===== src/tests/program.hex =====
// OPC5 test program, one 16-bit word per hex field.
// Each row holds instructions followed by their second word, if any. @ sets the address.
@000
E001 1234  EC01 0100        // r1 = 1234.
E002 8000  EC02 0101
E003 5555  C003             // Load from r0 clears r3.
EC03 0102  EC00 0103
@00F
E004 1111  C414  EC04 0200  // r4 = r4 + r1.
C422  EC02 0201             // 8000 + 8000 carries out.
6404 0001  EC04 0202        // Runs only on carry.
E801 00FF  EC01 0203
@01F
6005 AAAA  4015  EC05 0300  // Carry clear, both skipped.
A005 0F0F  EC05 0301
C006  A005 7777  EC05 0302  // Zero set, so no load.
E007 FFFF  E407 0002        // Sets carry.
6005 1357  EC05 0303  EC07 0304
@037
E008 0F00                   // Base of data table.
F089 0002  EC09 0400
F489 0003  EC09 0401
D08A  EC0A 0402
@044
E00F 0048  EC01 05FF        // Jump over a store.
E00B 0003                   // Loop count.
EC0B 0500  E40B FFFF  A00F 004A
EC0B 0501
E40F 0002  EC01 05FE        // Relative jump.
@056
E00C 0600  ECC1 0005  ECC4 000A
CCC9  ECCA F000             // Upper bits wrap in memory.
E40C 0020  ECCC 0001
E00F 0063                   // Jump to itself.
@F00
CAFE 0000 BEEF 0011         // Data table.


===== src/source/opc5_pkg.sv =====
`default_nettype none

package opc5_pkg;

   localparam int WORD_WIDTH    = 16;                         // Data and address word.
   localparam int MEM_ADDR_BITS = 12;                         // Upper address bits ignored.
   localparam int MEM_WORDS     = 2 ** MEM_ADDR_BITS;
   localparam int NUM_REGS      = 16;
   localparam int REG_ADDR_BITS = 4;

   localparam logic [REG_ADDR_BITS-1:0] REG_PC   = 4'd15;    // Reads and writes the PC.
   localparam logic [REG_ADDR_BITS-1:0] REG_ZERO = 4'd0;     // Always reads as zero.

   // Program image loaded into memory at time zero
   localparam string MEM_INIT_FILE = "/design/src/tests/program.hex";

   // Sequencer states, one clock each
   typedef enum logic [2:0] {
      FETCH0 = 3'd0,                                         // First instruction word.
      FETCH1 = 3'd1,                                         // Second word, immediate.
      EA_ED  = 3'd2,                                         // Effective address.
      RDMEM  = 3'd3,                                         // Operand from memory.
      EXEC   = 3'd4,                                         // ALU result to register.
      WRMEM  = 3'd5                                          // Register to memory.
   } opc5_state_e;

   typedef enum logic [1:0] {
      LD   = 2'b00,
      ADD  = 2'b01,
      NAND = 2'b10,
      STO  = 2'b11
   } opc5_op_e;

   // Instruction word, top bit first
   typedef struct packed {
      logic                     pred_c;                      // Set means ignore carry.
      logic                     pred_nz;                     // Set means ignore zero.
      logic                     two_word;
      logic                     mem_read;
      opc5_op_e                 op;
      logic [1:0]               reserved;
      logic [REG_ADDR_BITS-1:0] src;
      logic [REG_ADDR_BITS-1:0] dst;
   } opc5_instr_t;

   typedef struct packed {
      logic carry;
      logic zero;
   } opc5_flags_t;

   // Memory bus, store side also seen outside the system
   typedef struct packed {
      logic [WORD_WIDTH-1:0] address;
      logic [WORD_WIDTH-1:0] write_data;
      logic                  write;                          // Strobe, high in WRMEM only.
   } opc5_bus_t;

endpackage

`default_nettype wire

===== src/source/opc5_datapath.sv =====
`timescale 1ns/100ps
`default_nettype none

module opc5_datapath
   import opc5_pkg::*;
(
   input  wire logic                  clk,
   input  wire logic                  reset_b,
   input  wire opc5_state_e           state,
   input  wire opc5_instr_t           instr,
   input  wire logic [WORD_WIDTH-1:0] pc,
   input  wire logic [WORD_WIDTH-1:0] read_data,
   output opc5_flags_t                flags,
   output logic [WORD_WIDTH-1:0]      result,
   output opc5_bus_t                  bus
);

   logic [WORD_WIDTH-1:0]    regs [NUM_REGS];
   logic [WORD_WIDTH-1:0]    operand;                        // Immediate plus source.
   logic [REG_ADDR_BITS-1:0] reg_addr;
   logic [WORD_WIDTH-1:0]    reg_out;
   logic                     carry_out;
   logic                     use_dst;

   // Destination is read in EXEC and WRMEM, the source otherwise.
   assign use_dst  = (state == EXEC) || (state == WRMEM);
   assign reg_addr = use_dst ? instr.dst : instr.src;

   always_comb
   begin
      if (reg_addr == REG_PC)
         reg_out = pc;
      else if (reg_addr == REG_ZERO)
         reg_out = '0;
      else
         reg_out = regs[reg_addr];
   end

   always_ff @(posedge clk)
   begin
      case (state)
         FETCH0:        operand <= '0;                       // One-word form has no immediate.
         FETCH1, RDMEM: operand <= read_data;
         EA_ED:         operand <= operand + reg_out;
         default:       operand <= operand;
      endcase
   end

   // ALU, destination register against the operand
   always_comb
   begin
      carry_out = flags.carry;
      case (instr.op)
         LD:      result = operand;
         ADD:     {carry_out, result} = {1'b0, reg_out} + {1'b0, operand};
         NAND:    result = ~(reg_out & operand);
         default: result = operand;                          // Store writes nothing back.
      endcase
   end

   always_ff @(posedge clk or negedge reset_b)
   begin
      if (!reset_b)
      begin
         for (int i = 0; i < NUM_REGS; i++)
            regs[i] <= '0;
      end
      else if (state == EXEC)
         regs[instr.dst] <= result;                          // r0 and r15 entries never read.
   end

   always_ff @(posedge clk or negedge reset_b)
   begin
      if (!reset_b)
         flags <= '0;
      else if (state == EXEC)
      begin
         flags.carry <= carry_out;
         flags.zero  <= ~|result;
      end
   end

   always_comb
   begin
      if (state == RDMEM || state == WRMEM)
         bus.address = operand;                              // Effective address.
      else
         bus.address = pc;
      bus.write_data = reg_out;
      bus.write      = (state == WRMEM);
   end

endmodule

`default_nettype wire


===== config.mk =====
export PLATFORM = sky130hd
export DESIGN_NAME = opc5_datapath
export DESIGN_NICKNAME = d
export VERILOG_FILES = /design/src/source/opc5_pkg.sv /design/src/source/opc5_datapath.sv
export SDC_FILE = /design/constraint.sdc
export NUM_CORES = 1
export LEC_CHECK = 0
export ABC_AREA = 1
export BUFFER_PORTS_ARGS = -buffer_cell sky130_fd_sc_hd__buf_2
export CAP_MARGIN = 20
export CORE_UTILIZATION = 40
export CTS_CLUSTER_SIZE = 40
export DETAILED_ROUTE_END_ITERATION = 6
export SLEW_MARGIN = 5
export SYNTH_ARGS = -nofsm -noshare
export SYNTH_HDL_FRONTEND = slang
export SYNTH_SLANG_ARGS = --single-unit

===== constraint.sdc =====
create_clock -name clk -period 14.5 [get_ports clk]
set_input_delay 2.9 -clock clk [delete_from_list [all_inputs] [get_ports clk]]
set_output_delay 2.9 -clock clk [all_outputs]
set_load 0.1 [all_outputs]

==> results by group <==
Status
  • Outcome: finished, final reports clean

Timing
  • Slew HR: 0.264
  • RSZ-0062 raised after global routing: false
  • Slew Limit Fails: 0
  • Setup Skew: 0.0252 ns
  • Max Freq: between 80 and 90 MHz
  • Final min period: approximately 11 ns
  • Setup-violating endpoint count in the final report: 0
  • Final Cycle Share: 0.770
  • Fin Setup TNS: 0 ns
  • Worst Tran Pin Value: roughly 1.1 ns
  • Final Hold Fails: 0

Logic synthesis
  • Post-synth top flop: dfrtp_1
  • Synth Area per Inst: 7.64 um2
  • Most frequent cells after synthesis: nand2_1 (635), o21ai_0 (338), dfrtp_1 (256)
  • Syn nets: approximately 1.9k
  • Top-area cell type share of the netlist area: 0.455
  • Distinct cells, synth: 36
  • Synth area leader: dfrtp_1
  • Synth area leaders: dfrtp_1 (46%), nand2_1 (17%), o21ai_0 (12%)
  • Async SR Flop Fraction: 0.941
  • Top-count cell post-synth: nand2_1
  • Ys Warns: 0
  • Sequential fraction of the synthesis area: 0.490
  • Synth Cell Area: 14100 um2
  • Synth Instances: 1841
  • Post-synth EDFFs: 16
  • Yosys reg bits: 272

CTS
  • CTS tree: done
  • Root buffer cell: clkbuf_16
  • # H-tree levels: 1
  • Cts repair resizes: 0
  • Clk Latency, worst-skew pair: 0.57 ns
  • # Post-CTS Setup Buffers: 0
  • CTS buffer count: 30
  • Hold_buf cts: 0
  • Clock Sinks: about 270
  • Clock transition at path regs: 0.06 ns
  • Maximum clock path buffer count: 3

Power and ir drop
  • Cell area power density: 148 nW/um2
  • Reported leakage power: 7.61 nW
  • Worst VDD drop: 0.0000960 V

Worst setup path
  • Critical path type: in -> out
  • Startpoint types: primary input
  • CP arrival: 8.27 ns
  • CP required: 11.60 ns
  • Crit end category: primary output
  • CP Max Fanout: 49

Floorplanning
  • Die area: about 36000 um2
  • Top-Level Pins: 104
  • Std cell rows: 68
  • Initial Util: 0.407
  • Core Area: 34500 um2
  • Die Ht: 190 um
  • Chip width: 190 um

Final layout
  • Antenna diodes: 0
  • Layout Nets: 1955
  • Non-filler cells in the finished layout: 2360
  • Share of cells above drive strength 1: 0.111
  • Fillers: 3529
  • P&R area growth vs syn: 13.2%

Detailed routing
  • Initial DRT Pass Iterations: 5
  • Vias post-DR: 12.7k
  • DRC: 0
  • Antenna-violating nets left: 0
  • Vias per std cell: 5.37
  • Post-DR wirelength/cell: approximately 18 um
  • Total routed wirelength: 43000 um
  • Starting DRT DRC Count: 1052

Placement
  • Placed cells: between 2k and 2.5k
  • Post-DP HPWL: approximately 27000 um
  • Placer Congestion: 0.895
  • I/O Buffers: 97

Global routing
  • Met3 usage: 0.0299
  • Global-route track usage on met1: 0.348
  • Total track usage: 0.243
  • Initial antenna violation count: 0
  • Met2 Use GR: 0.386
  • First-pass GRT wire length: 68500 um
  • Largest net degree at the start of global routing: 126
  • Grt ovf: 0
  • GR peak layer: met2
  • Vias in the first global route: 12.0k

Hold path
  • Worst hold path class: reg -> reg

Flow run
  • Max-Cap Viols: 0
[power breakdown]
group | leakage (nW) | switching, mW | internal [mW]
clock network | 0.486 | 0.314 | 0.456
logic | 3.54 | 0.480 | 0.167
registers | 3.59 | 0.0597 | 0.882
total | 7.61 | 0.854 | 1.50
[worst paths after layout]
check	endpoint	startpoint	slack, ns	depth (start not counted)
worst max register to register	flags[0]	regs[192]	10.74	26
worst min-delay path	regs[178]	regs[178]	0.48	2
worst min register to register	regs[178]	regs[178]	0.48	2
max in group asynchronous	regs[229]	reset_b	10.01	4
min in group asynchronous	regs[209]	reset_b	2.43	1
worst max-delay path	result[15]	state[2]	3.33	24
[logic make-up after synthesis]
logic type,after synthesis,share of synthesized area
AOI/OAI and AO/OA,489,0.189
DFF,272,0.490
buffers and inverters,235,0.0713
and+or+nand+nor,826,0.232
adders and majority gates,19,0.0174
[final cells by class]
| class | count | area, um2 | area share |
|---|---|---|---|
| inverter | 113 | 424 | 0.0266 |
| clock inverter | 9 | 97.6 | 0.00613 |
| clock buffer | 45 | 890 | 0.0559 |
| timing repair buffer | 132 | 838 | 0.0527 |
| multi-input combinational | 1334 | 6220 | 0.390 |
| tap | 455 | 569 | 0.0358 |
| sequential | 272 | 6890 | 0.433 |
[sequential cells by signal (all words and copies together) (netlist names)]
name     count
regs       254
flags        2
operand     16
[metrics by stage]
step | utilization | setup slack (ns) | area, um2 | hold slack [ns] | power (mW)
6_report | 0.461 | 3.33 | 15900 | 0.477 | 2.36
3_5_place_dp | 0.430 | 3.44 | 14800 | 0.467 | 1.60
5_1_grt | 0.461 | 2.95 | 15900 | 0.496 | 2.48
3_3_place_gp | 0.430 | 3.46 | 14800 | 0.460 | 1.58
2_1_floorplan | - | 2.91 | 14100 | 0.446 | 1.42
4_1_cts | 0.458 | 3.42 | 15800 | 0.483 | 2.37
[routing by layer]
| layer | share of wire | vias up |
|---|---|---|
| met5 | 0 | - |
| met4 | 0.026 | 0 |
| met3 | 0.064 | 70 |
| met2 | 0.45 | 427 |
| met1 | 0.46 | 6061 |
| li1 | - | 6112 |
[critical path: stages]
cell and delay, ns:
buf_2 0.12, inv_1 0.37, nor2_1 0.20, nand2_1 0.11, nand2_4 0.43, nand2_1 0.18
nor2_2 0.67, nor2_1 0.11, inv_2 0.38, a21oi_1 0.10, nand4_1 0.28, nand2_1 0.16
ha_1 0.36, nand2_1 0.08, nor2_1 0.09, nand3_1 0.12, nand2_1 0.16, nand3_1 0.17
nand3_1 0.14, nand3_1 0.08, nand2_1 0.09, nand2_1 0.36, inv_1 0.14, buf_2 0.43
[layout by cell type (no fill, tap or decap), types with 18 or more instances in the layout]
cell type / instances
ha_1: 18
nand3_1: 62
a21oi_1: 90
buf_4: 30
inv_1: 104
nor2_1: 95
a32o_1: 30
o21ai_0: 338
clkbuf_16: 32
dfrtp_1: 256
buf_2: 96
nand2_1: 635
Note: power is estimated with default switching activity, not from simulation.
