==> src/tests/program.hex <==
// OPC5 test program, one 16-bit word per hex field.
// Each row holds instructions followed by their second word, if any. @ sets the address.
@000
E001 1234  EC01 0100        // r1 = 1234.
E002 8000  EC02 0101
E003 5555  C003             // Load from r0 clears r3.
EC03 0102  EC00 0103
@00F
E004 1111  C414  EC04 0200  // r4 = r4 + r1.
C422  EC02 0201             // 8000 + 8000 carries out.
6404 0001  EC04 0202        // Runs only on carry.
E801 00FF  EC01 0203
@01F
6005 AAAA  4015  EC05 0300  // Carry clear, both skipped.
A005 0F0F  EC05 0301
C006  A005 7777  EC05 0302  // Zero set, so no load.
E007 FFFF  E407 0002        // Sets carry.
6005 1357  EC05 0303  EC07 0304
@037
E008 0F00                   // Base of data table.
F089 0002  EC09 0400
F489 0003  EC09 0401
D08A  EC0A 0402
@044
E00F 0048  EC01 05FF        // Jump over a store.
E00B 0003                   // Loop count.
EC0B 0500  E40B FFFF  A00F 004A
EC0B 0501
E40F 0002  EC01 05FE        // Relative jump.
@056
E00C 0600  ECC1 0005  ECC4 000A
CCC9  ECCA F000             // Upper bits wrap in memory.
E40C 0020  ECCC 0001
E00F 0063                   // Jump to itself.
@F00
CAFE 0000 BEEF 0011         // Data table.

==> src/source/opc5_pkg.sv <==
`default_nettype none

package opc5_pkg;

   localparam int WORD_WIDTH    = 16;                         // Data and address word.
   localparam int MEM_ADDR_BITS = 12;                         // Upper address bits ignored.
   localparam int MEM_WORDS     = 2 ** MEM_ADDR_BITS;
   localparam int NUM_REGS      = 16;
   localparam int REG_ADDR_BITS = 4;

   localparam logic [REG_ADDR_BITS-1:0] REG_PC   = 4'd15;    // Reads and writes the PC.
   localparam logic [REG_ADDR_BITS-1:0] REG_ZERO = 4'd0;     // Always reads as zero.

   // Program image loaded into memory at time zero
   localparam string MEM_INIT_FILE = "/design/src/tests/program.hex";

   // Sequencer states, one clock each
   typedef enum logic [2:0] {
      FETCH0 = 3'd0,                                         // First instruction word.
      FETCH1 = 3'd1,                                         // Second word, immediate.
      EA_ED  = 3'd2,                                         // Effective address.
      RDMEM  = 3'd3,                                         // Operand from memory.
      EXEC   = 3'd4,                                         // ALU result to register.
      WRMEM  = 3'd5                                          // Register to memory.
   } opc5_state_e;

   typedef enum logic [1:0] {
      LD   = 2'b00,
      ADD  = 2'b01,
      NAND = 2'b10,
      STO  = 2'b11
   } opc5_op_e;

   // Instruction word, top bit first
   typedef struct packed {
      logic                     pred_c;                      // Set means ignore carry.
      logic                     pred_nz;                     // Set means ignore zero.
      logic                     two_word;
      logic                     mem_read;
      opc5_op_e                 op;
      logic [1:0]               reserved;
      logic [REG_ADDR_BITS-1:0] src;
      logic [REG_ADDR_BITS-1:0] dst;
   } opc5_instr_t;

   typedef struct packed {
      logic carry;
      logic zero;
   } opc5_flags_t;

   // Memory bus, store side also seen outside the system
   typedef struct packed {
      logic [WORD_WIDTH-1:0] address;
      logic [WORD_WIDTH-1:0] write_data;
      logic                  write;                          // Strobe, high in WRMEM only.
   } opc5_bus_t;

endpackage

`default_nettype wire
==> src/source/opc5_control.sv <==
`timescale 1ns/100ps
`default_nettype none

module opc5_control
   import opc5_pkg::*;
(
   input  wire logic                  clk,
   input  wire logic                  reset_b,
   input  wire logic [WORD_WIDTH-1:0] read_data,
   input  wire opc5_flags_t           flags,
   input  wire logic [WORD_WIDTH-1:0] result,
   output opc5_state_e                state,
   output opc5_instr_t                instr,
   output logic [WORD_WIDTH-1:0]      pc
);

   opc5_state_e state_next;
   opc5_instr_t fetched;                                     // Word on the bus in FETCH0.

   // Carry and zero predicate test against the current flags
   function automatic logic pred_ok(input opc5_instr_t ins, input opc5_flags_t f);
      logic c_ok;
      logic z_ok;
      c_ok = ins.pred_c | f.carry;
      z_ok = ins.pred_nz | ~f.zero;
      return c_ok & z_ok;
   endfunction

   assign fetched = opc5_instr_t'(read_data);

   // Flags only change in EXEC, so the test can run as soon as the word is seen.
   always_comb
   begin
      state_next = FETCH0;
      case (state)
         FETCH0:
         begin
            if (fetched.two_word)
               state_next = FETCH1;                          // Second word comes first.
            else if (pred_ok(fetched, flags))
               state_next = EA_ED;
            else
               state_next = FETCH0;                          // Skipped, one cycle.
         end
         FETCH1:
         begin
            if (pred_ok(instr, flags))
               state_next = EA_ED;
            else
               state_next = FETCH0;                          // Skipped, two cycles.
         end
         EA_ED:
         begin
            if (instr.mem_read)
               state_next = RDMEM;
            else if (instr.op == STO)
               state_next = WRMEM;
            else
               state_next = EXEC;
         end
         RDMEM:
         begin
            if (instr.op == STO)
               state_next = WRMEM;
            else
               state_next = EXEC;
         end
         default:
            state_next = FETCH0;                             // EXEC and WRMEM end here.
      endcase
   end

   always_ff @(posedge clk or negedge reset_b)
   begin
      if (!reset_b)
         state <= FETCH0;
      else
         state <= state_next;
   end

   always_ff @(posedge clk or negedge reset_b)
   begin
      if (!reset_b)
         instr <= '0;
      else if (state == FETCH0)
         instr <= fetched;
   end

   // PC steps past each fetched word; a write to r15 is a jump.
   always_ff @(posedge clk or negedge reset_b)
   begin
      if (!reset_b)
         pc <= '0;
      else if (state == FETCH0 || state == FETCH1)
         pc <= pc + WORD_WIDTH'(1);
      else if (state == EXEC && instr.dst == REG_PC)
         pc <= result;
   end

endmodule

`default_nettype wire

==> config.mk <==
export PLATFORM = sky130hd
export DESIGN_NAME = opc5_control
export DESIGN_NICKNAME = d
export VERILOG_FILES = /design/src/source/opc5_pkg.sv /design/src/source/opc5_control.sv
export SDC_FILE = /design/constraint.sdc
export NUM_CORES = 1
export LEC_CHECK = 0
export BUFFER_PORTS_ARGS = -buffer_cell sky130_fd_sc_hd__buf_2
export CAP_MARGIN = 5
export CORE_MARGIN = 8
export CORE_UTILIZATION = 25
export CTS_CLUSTER_DIAMETER = 40
export DETAILED_ROUTE_END_ITERATION = 6
export GPL_ROUTABILITY_DRIVEN = 0
export GPL_TIMING_DRIVEN = 0
export PLACE_DENSITY = 0.52
export SYNTH_ARGS = -nofsm -noshare
export SYNTH_HDL_FRONTEND = slang
export SYNTH_SLANG_ARGS = --single-unit
==> constraint.sdc <==
create_clock -name clk -period 1.7 [get_ports clk]
set_input_delay 0.17 -clock clk [delete_from_list [all_inputs] [get_ports clk]]
set_output_delay 0.17 -clock clk [all_outputs]
set_load 0.03 [all_outputs]
==> results of run 1 <==
-- through the flow --
| stage | setup slack [ns] | cell area, µm² |
|---|---|---|
| final | 0.0762 | 2530 |
| after global routing | 0.000237 | 2530 |
| after CTS | 0.00385 | 2490 |
| after detailed placement | -0.0148 | 2330 |
| after global placement | -0.0230 | 2330 |
| after floorplan | 0.0275 | 1860 |
-- sequential cells by signal (all words and copies together), names as in the netlist --
name and flops:
instr 16, pc 16, state 3
-- repair_timing --
item                                    in CTS  in global routing
cloned                                       0                  1
gates resized for setup                      1                  8
pin swaps                                    2                  0
endpoints found under the setup margin      10                  8
setup buffers                                3                  1
-- worst max path at each step --
stage / from / end / slack (ns) / depth (start not counted)
after global routing: state[2]$_DFF_PN0_ / pc[7]$_DFFE_PN0P_ / 0.0002 / 7
after detailed placement: state[1]$_DFF_PN0_ / pc[2]$_DFFE_PN0P_ / -0.01 / 6
after global placement: pc[2]$_DFFE_PN0P_ / pc[15]$_DFFE_PN0P_ / -0.02 / 4
after CTS: pc[0]$_DFFE_PN0P_ / pc[12]$_DFFE_PN0P_ / 0.004 / 5
final: pc[4]$_DFFE_PN0P_ / pc[15]$_DFFE_PN0P_ / 0.08 / 4
after floorplan: state[2]$_DFF_PN0_ / pc[15]$_DFFE_PN0P_ / 0.03 / 7
-- synth_stat cells (2+ instances only) --
cell / number / area [µm²]
dfrtp_1: 35 / 876
mux2_2: 15 / 169
nand2_1: 14 / 52.6
o21ai_0: 12 / 60.1
nor2_1: 11 / 41.3
inv_1: 7 / 26.3
nor3_1: 7 / 35.0
nand3_1: 6 / 30.0
nor4_1: 6 / 37.5
a221o_1: 5 / 50.1
buf_2: 4 / 20.0
a211oi_1: 3 / 22.5
a21o_1: 3 / 22.5
a22o_1: 3 / 26.3
a31oi_1: 2 / 12.5
buf_4: 2 / 15.0
buf_6: 2 / 22.5
mux2i_1: 2 / 20.0
nand4_4: 2 / 42.5
o21ai_1: 2 / 10.0
-- report_power, final --
part | leakage [nW] | switching [mW] | internal [mW] | total [mW]
registers | 0.421 | 0.381 | 1.19 | 1.57
logic | 0.701 | 1.69 | 1.06 | 2.75
clock network | 0.0654 | 0.322 | 0.587 | 0.909
-- cell families after synthesis --
group / count (synthesis)
AOI/OAI and AO/OA: 42
xor gates and xnor gates: 1
adders and majority gates: 1
buffers and inverters: 15
DFF: 35
muxes: 17
and+or+nand+nor: 59
-- cell type report --
type	count	area share, %
multi-input cells	120	36.4
flip-flops and latches	35	34.7
repair buffers	75	15.2
well taps	99	4.89
clock buffers	6	2.87
plain buffers	8	2.47
clock inverters	2	2.37
inverters	7	1.04
-- metal layers --
layer  wire length (µm)  global-route usage [%]  vias to the layer above
li1                   -                       -                      805
met1               2480                    13.5                      778
met2               2300                    15.0                       62
met3                664                    6.13                        7
met4                 55                    3.61                        0
met5                  0                       0                        -
==> run summary, run 1 <==
Fin crit share: 95.5%
CP Launch Type: flop
Post-Syn Area: 1860 µm²
Overflow after GRT: 0
CTS tree: done
Vias in the first global route: 1671
Crit-path max cell delay: 0.48 ns
Crit Path Category: reg -> reg
IO Port Bufs: 70
Starting density of the core: 25.7%
H-tree lvl count: 2
Mapped Cells: 170
Post-Synth XOR/XNOR Area: 0.472%
CP arrival: 1.80 ns
Fin. max-slew vios: 0
Asr flop ratio synth: 100%
Mux share of post-synthesis cell area: 10.2%
# IOs: 71
Die H: 102 µm
# setup viols final: 0
Final hold violations: 29
Post-synth EDFFs: 0
Chip width: 102 µm
Worst slew pin tran: 0.849 ns
Finished Core Util: 35.1%
Die area: 10400 µm²
Crit path buf inv count: 0
Tot GR Track Use: 10.7%
Initial DRC count: 33
Synth Area in Simple Gates: 20.3%
Share of post-route cells with drive strength above 1: 48.2%
Largest family of logic cells by synthesized area: simple AND/OR/NAND/NOR gates
Worst flop-to-flop path startpoint: pc[4]$_DFFE_PN0P_
1st-pass router iterations: 4
Area growth syn-to-layout: 36.5%
Register area share after synthesis: 47.2%
Final cell count without fillers: 352
Min Hold Slack: -0.0211 ns
Final total power: 5.23 mW
Reg2Reg Depth: 4
Adder-cell area share of the yosys netlist: 0.674%
First-pass GRT wire length: 8.66 mm
Filler Cell Count: 793
Area of the core: 7210 µm²
CP top delay family: simple AND/OR/NAND/NOR gates
Clock skew: 0.00555 ns
Leak Pwr: 1.19 nW
Root Buffer: clkbuf_8
Post-route ant nets: 0
Warnings, synthesis: 0
Largest net degree at the start of global routing: 36
# Max-Cap Violations: 0
Status: finished with violations
Failing checks: negative hold slack
Hold-fix buffers, CTS: 0
Cell Chain, Critical Path: nand4_4 -> nor4_1 -> o21ai_0 -> a221o_1
Worst setup EP type: flop
Synth Area in Compound Gates: 16.7%
Number of buffers created by CTS: 5
CP required: 1.88 ns
R2r setup slk: 0.08 ns
Yosys cell types: 47
Seq. cell area: 880 µm²
Largest vdd supply drop: 1.06 mV
Dpl hpwl: 4.08 mm
DRC: 0
Via density: 4.69
Worst-path fanout max: 8
Worst-Skew Late Latency: 0.29 ns
Clock tree sinks: 35
Final min period: 1.62 ns
Fmax: 616 MHz
Antenna fix cells: 0
Setup total negative slack: 0 ns
Final nets: 289
Avg Cell Area, Syn: 10.9 µm²
RSZ-0062 raised after global routing: no
Initial antenna violation count: 0
Max Root-Sink Buffers: 2
Clock transition at the registers of the reported paths: 0.08 ns
Std-Cell Rows: 31
Via Count: 1652
Total wire length: 5.50 mm
Primary FF master, synth: dfrtp_1
Post-DR wirelength/cell: 15.6 µm
Register bit total from synthesis: 35
Multi-input logic area: 922 µm²
Worst hold path class: in -> async
Commonest non-fill, non-tap cells in the layout: buf_2 (73), dfrtp_1 (32), mux2_2 (15)
Slowest-stage cell, CP: dfrtp_1
Pwr dens: 2060 nW/µm²
Commonest non-fill, non-tap cell in the layout: buf_2
Reg2reg end: pc[15]$_DFFE_PN0P_
Slew headroom: 43.4%
Placed cells: 339
Post-Syn Nets: 207
Note: power is estimated with default switching activity, not from simulation.
==> run 2: changes to the inputs <==
RECOVER_POWER = 50   (was default)
==> run 2 against run 1 <==
The run now ends clean. Via count down 0.24%. Design area down 0.69%. Critical path depth unchanged. First-iteration DRC count down 3.0%. Cell count unchanged. Utilization down 0.24 points.
==> run summary, run 2 (synthesis gave the netlist of run 1 again) <==
H-tree lvl count: 2 (unchanged)
Worst-path fanout max: 8 (unchanged)
CP Launch Type: flop
# IOs: 71 (unchanged)
Combinational fraction of design power: 52.1% (-0.5 points)
Post-DR wirelength/cell: 15.5 µm (-0.62%)
Sw Share: 46.1% (+0.37 points)
Total wire length: 5.47 mm (-0.62%)
P_sw: 2.39 mW (-0.16%)
Tot GR Track Use: 10.7% (unchanged)
Share of post-route cells with drive strength above 1: 42.7% (-5.5 points)
Setup total negative slack: 0 ns (unchanged)
Cell Chain, Critical Path: nand4_4 -> nor4_1 -> o21ai_0 -> a221o_1
Worst setup EP type: flop
Fin crit share: 95.6% (+0.11 points)
Crit path buf inv count: 0 (unchanged)
CP top delay family: simple AND/OR/NAND/NOR gates
Die area: 10400 µm² (unchanged)
Fin. max-slew vios: 0 (unchanged)
Slowest-stage cell, CP: dfrtp_1
Clock transition at the registers of the reported paths: 0.08 ns (about the same)
Area of the core: 7210 µm² (unchanged)
Chip width: 102 µm (unchanged)
Initial antenna violation count: 0 (unchanged)
Std-Cell Rows: 31 (unchanged)
Die H: 102 µm (unchanged)
Clock skew: 0.00537 ns (-0.000171 ns)
1st-pass router iterations: 4 (unchanged)
Area growth syn-to-layout: 35.5%
CTS tree: done
Worst-Skew Late Latency: 0.29 ns (about the same)
Worst hold path class: in -> async
Status: finished, final reports clean
Sequential power share: 30.4% (+0.3 points)
Antenna fix cells: 0 (unchanged)
Crit Path Category: reg -> reg
Commonest non-fill, non-tap cell in the layout: buf_2
Worst slew pin tran: 0.947 ns (+0.0985 ns)
Via Count: 1648 (-0.24%)
Finished Cell Area: 2510 µm² (-0.69%)
Placed cell areas: 2330 µm² (unchanged)
CP required: 1.88 ns (about the same)
Max Root-Sink Buffers: 2 (unchanged)
Initial DRC count: 32 (-3.0%)
DRC: 0 (unchanged)
Largest vdd supply drop: 1.03 mV (-2.9%)
Final hold violations: 0 (-100%)
Via density: 4.68 (-0.24%)
Clock tree sinks: 35 (unchanged)
R2r setup slk: 0.07 ns (about the same)
Vias in the first global route: 1671 (unchanged)
Pwr dens: 2060 nW/µm² (-0.27%)
Fmax: 615 MHz (-0.12%)
Leak Pwr: 1.15 nW (-3.4%)
Biggest regs: instr x16, pc x16, state x3
# Max-Cap Violations: 0 (unchanged)
Final min period: 1.63 ns (+0.00188 ns)
RSZ-0062 raised after global routing: no
Min Hold Slack: 0.0111 ns (+0.0322 ns)
Clock share of power: 17.5% (about the same)
Post-route ant nets: 0 (unchanged)
Finished Core Util: 34.9% (-0.24 points)
Final nets: 289 (unchanged)
Number of buffers created by CTS: 5 (unchanged)
CP arrival: 1.80 ns (about the same)
Pint: 2.79 mW (-1.6%)
Largest net degree at the start of global routing: 36 (unchanged)
Dpl hpwl: 4.08 mm (unchanged)
# setup viols final: 0 (unchanged)
First-pass GRT wire length: 8.66 mm (unchanged)
Root Buffer: clkbuf_8
IO Port Bufs: 70 (unchanged)
Starting density of the core: 25.7% (unchanged)
Overflow after GRT: 0 (unchanged)
Commonest non-fill, non-tap cells in the layout: buf_2 (58), dfrtp_1 (32), mux2_2 (15), clkbuf_1 (15), nand2_1 (14)
Slew headroom: 36.8% (-6.6 points)
Crit-path max cell delay: 0.48 ns (about the same)
-- run 2: final cells by class --
cell class | instances | area, µm²
sequential | 35 | 880
timing repair buffer | 75 | 368
inverter | 7 | 26.3
clock inverter | 2 | 60.1
clock buffer | 6 | 72.6
fill | 799 | 4700
buffer | 8 | 62.6
tap | 99 | 124
multi-input combinational | 120 | 922
-- run 2: worst paths after layout --
path,start,end,cells after the start
min in group clk,read_data[12],instr[12]$_DFFE_PN0N_,3
hold reg to reg,instr[13]$_DFFE_PN0N_,instr[13]$_DFFE_PN0N_,1
setup / recovery,pc[4]$_DFFE_PN0P_,pc[15]$_DFFE_PN0P_,4
hold / removal,reset_b,instr[10]$_DFFE_PN0N_,1
max in group asynchronous,reset_b,pc[1]$_DFFE_PN0P_,1
setup reg to reg,pc[4]$_DFFE_PN0P_,pc[15]$_DFFE_PN0P_,4
-- run 2: metal layers --
metal	share of wire [%]	wire length, µm	global-route usage, %
met4	1.0	55	3.61
met5	0	0	0
met3	12	644	6.13
met1	45	2470	13.5
met2	42	2290	15.0
-- run 2: repair_timing --
item | CTS | global route
hold endpoints to repair | 0 | 0
hold buffers | 0 | 0
setup endpoints to repair | 10 | 8
pin swaps | 2 | 0
gates cloned | 0 | 1
buffers inserted | 3 | 1
gates resized for setup | 1 | 8
-- run 2: worst register-to-register path: stages, from the launching register on --
cell and delay [ns]:
dfrtp_1 0.48, nand4_4 0.21, nor4_1 0.41, o21ai_0 0.13
a221o_1 0.29
-- run 2: through the flow --
step | worst slack [ns] | cells | power (mW)
final | 0.0744 | 352 | 5.18
after global routing | 0.000237 | 352 | 5.55
after CTS | 0.00385 | 350 | 5.20
after detailed placement | -0.0148 | 339 | 4.22
after global placement | -0.0230 | 339 | 4.20
after floorplan | 0.0275 | 170 | 3.44
-- run 2: power by group through the flow --
stage	logic (mW)	clock network [mW]	registers (mW)
global route	2.94	0.963	1.64
floorplan	1.24	0	2.20
finish	2.70	0.905	1.57
global placement	2.63	0	1.57
CTS	2.70	0.934	1.56
detailed placement	2.64	0	1.58
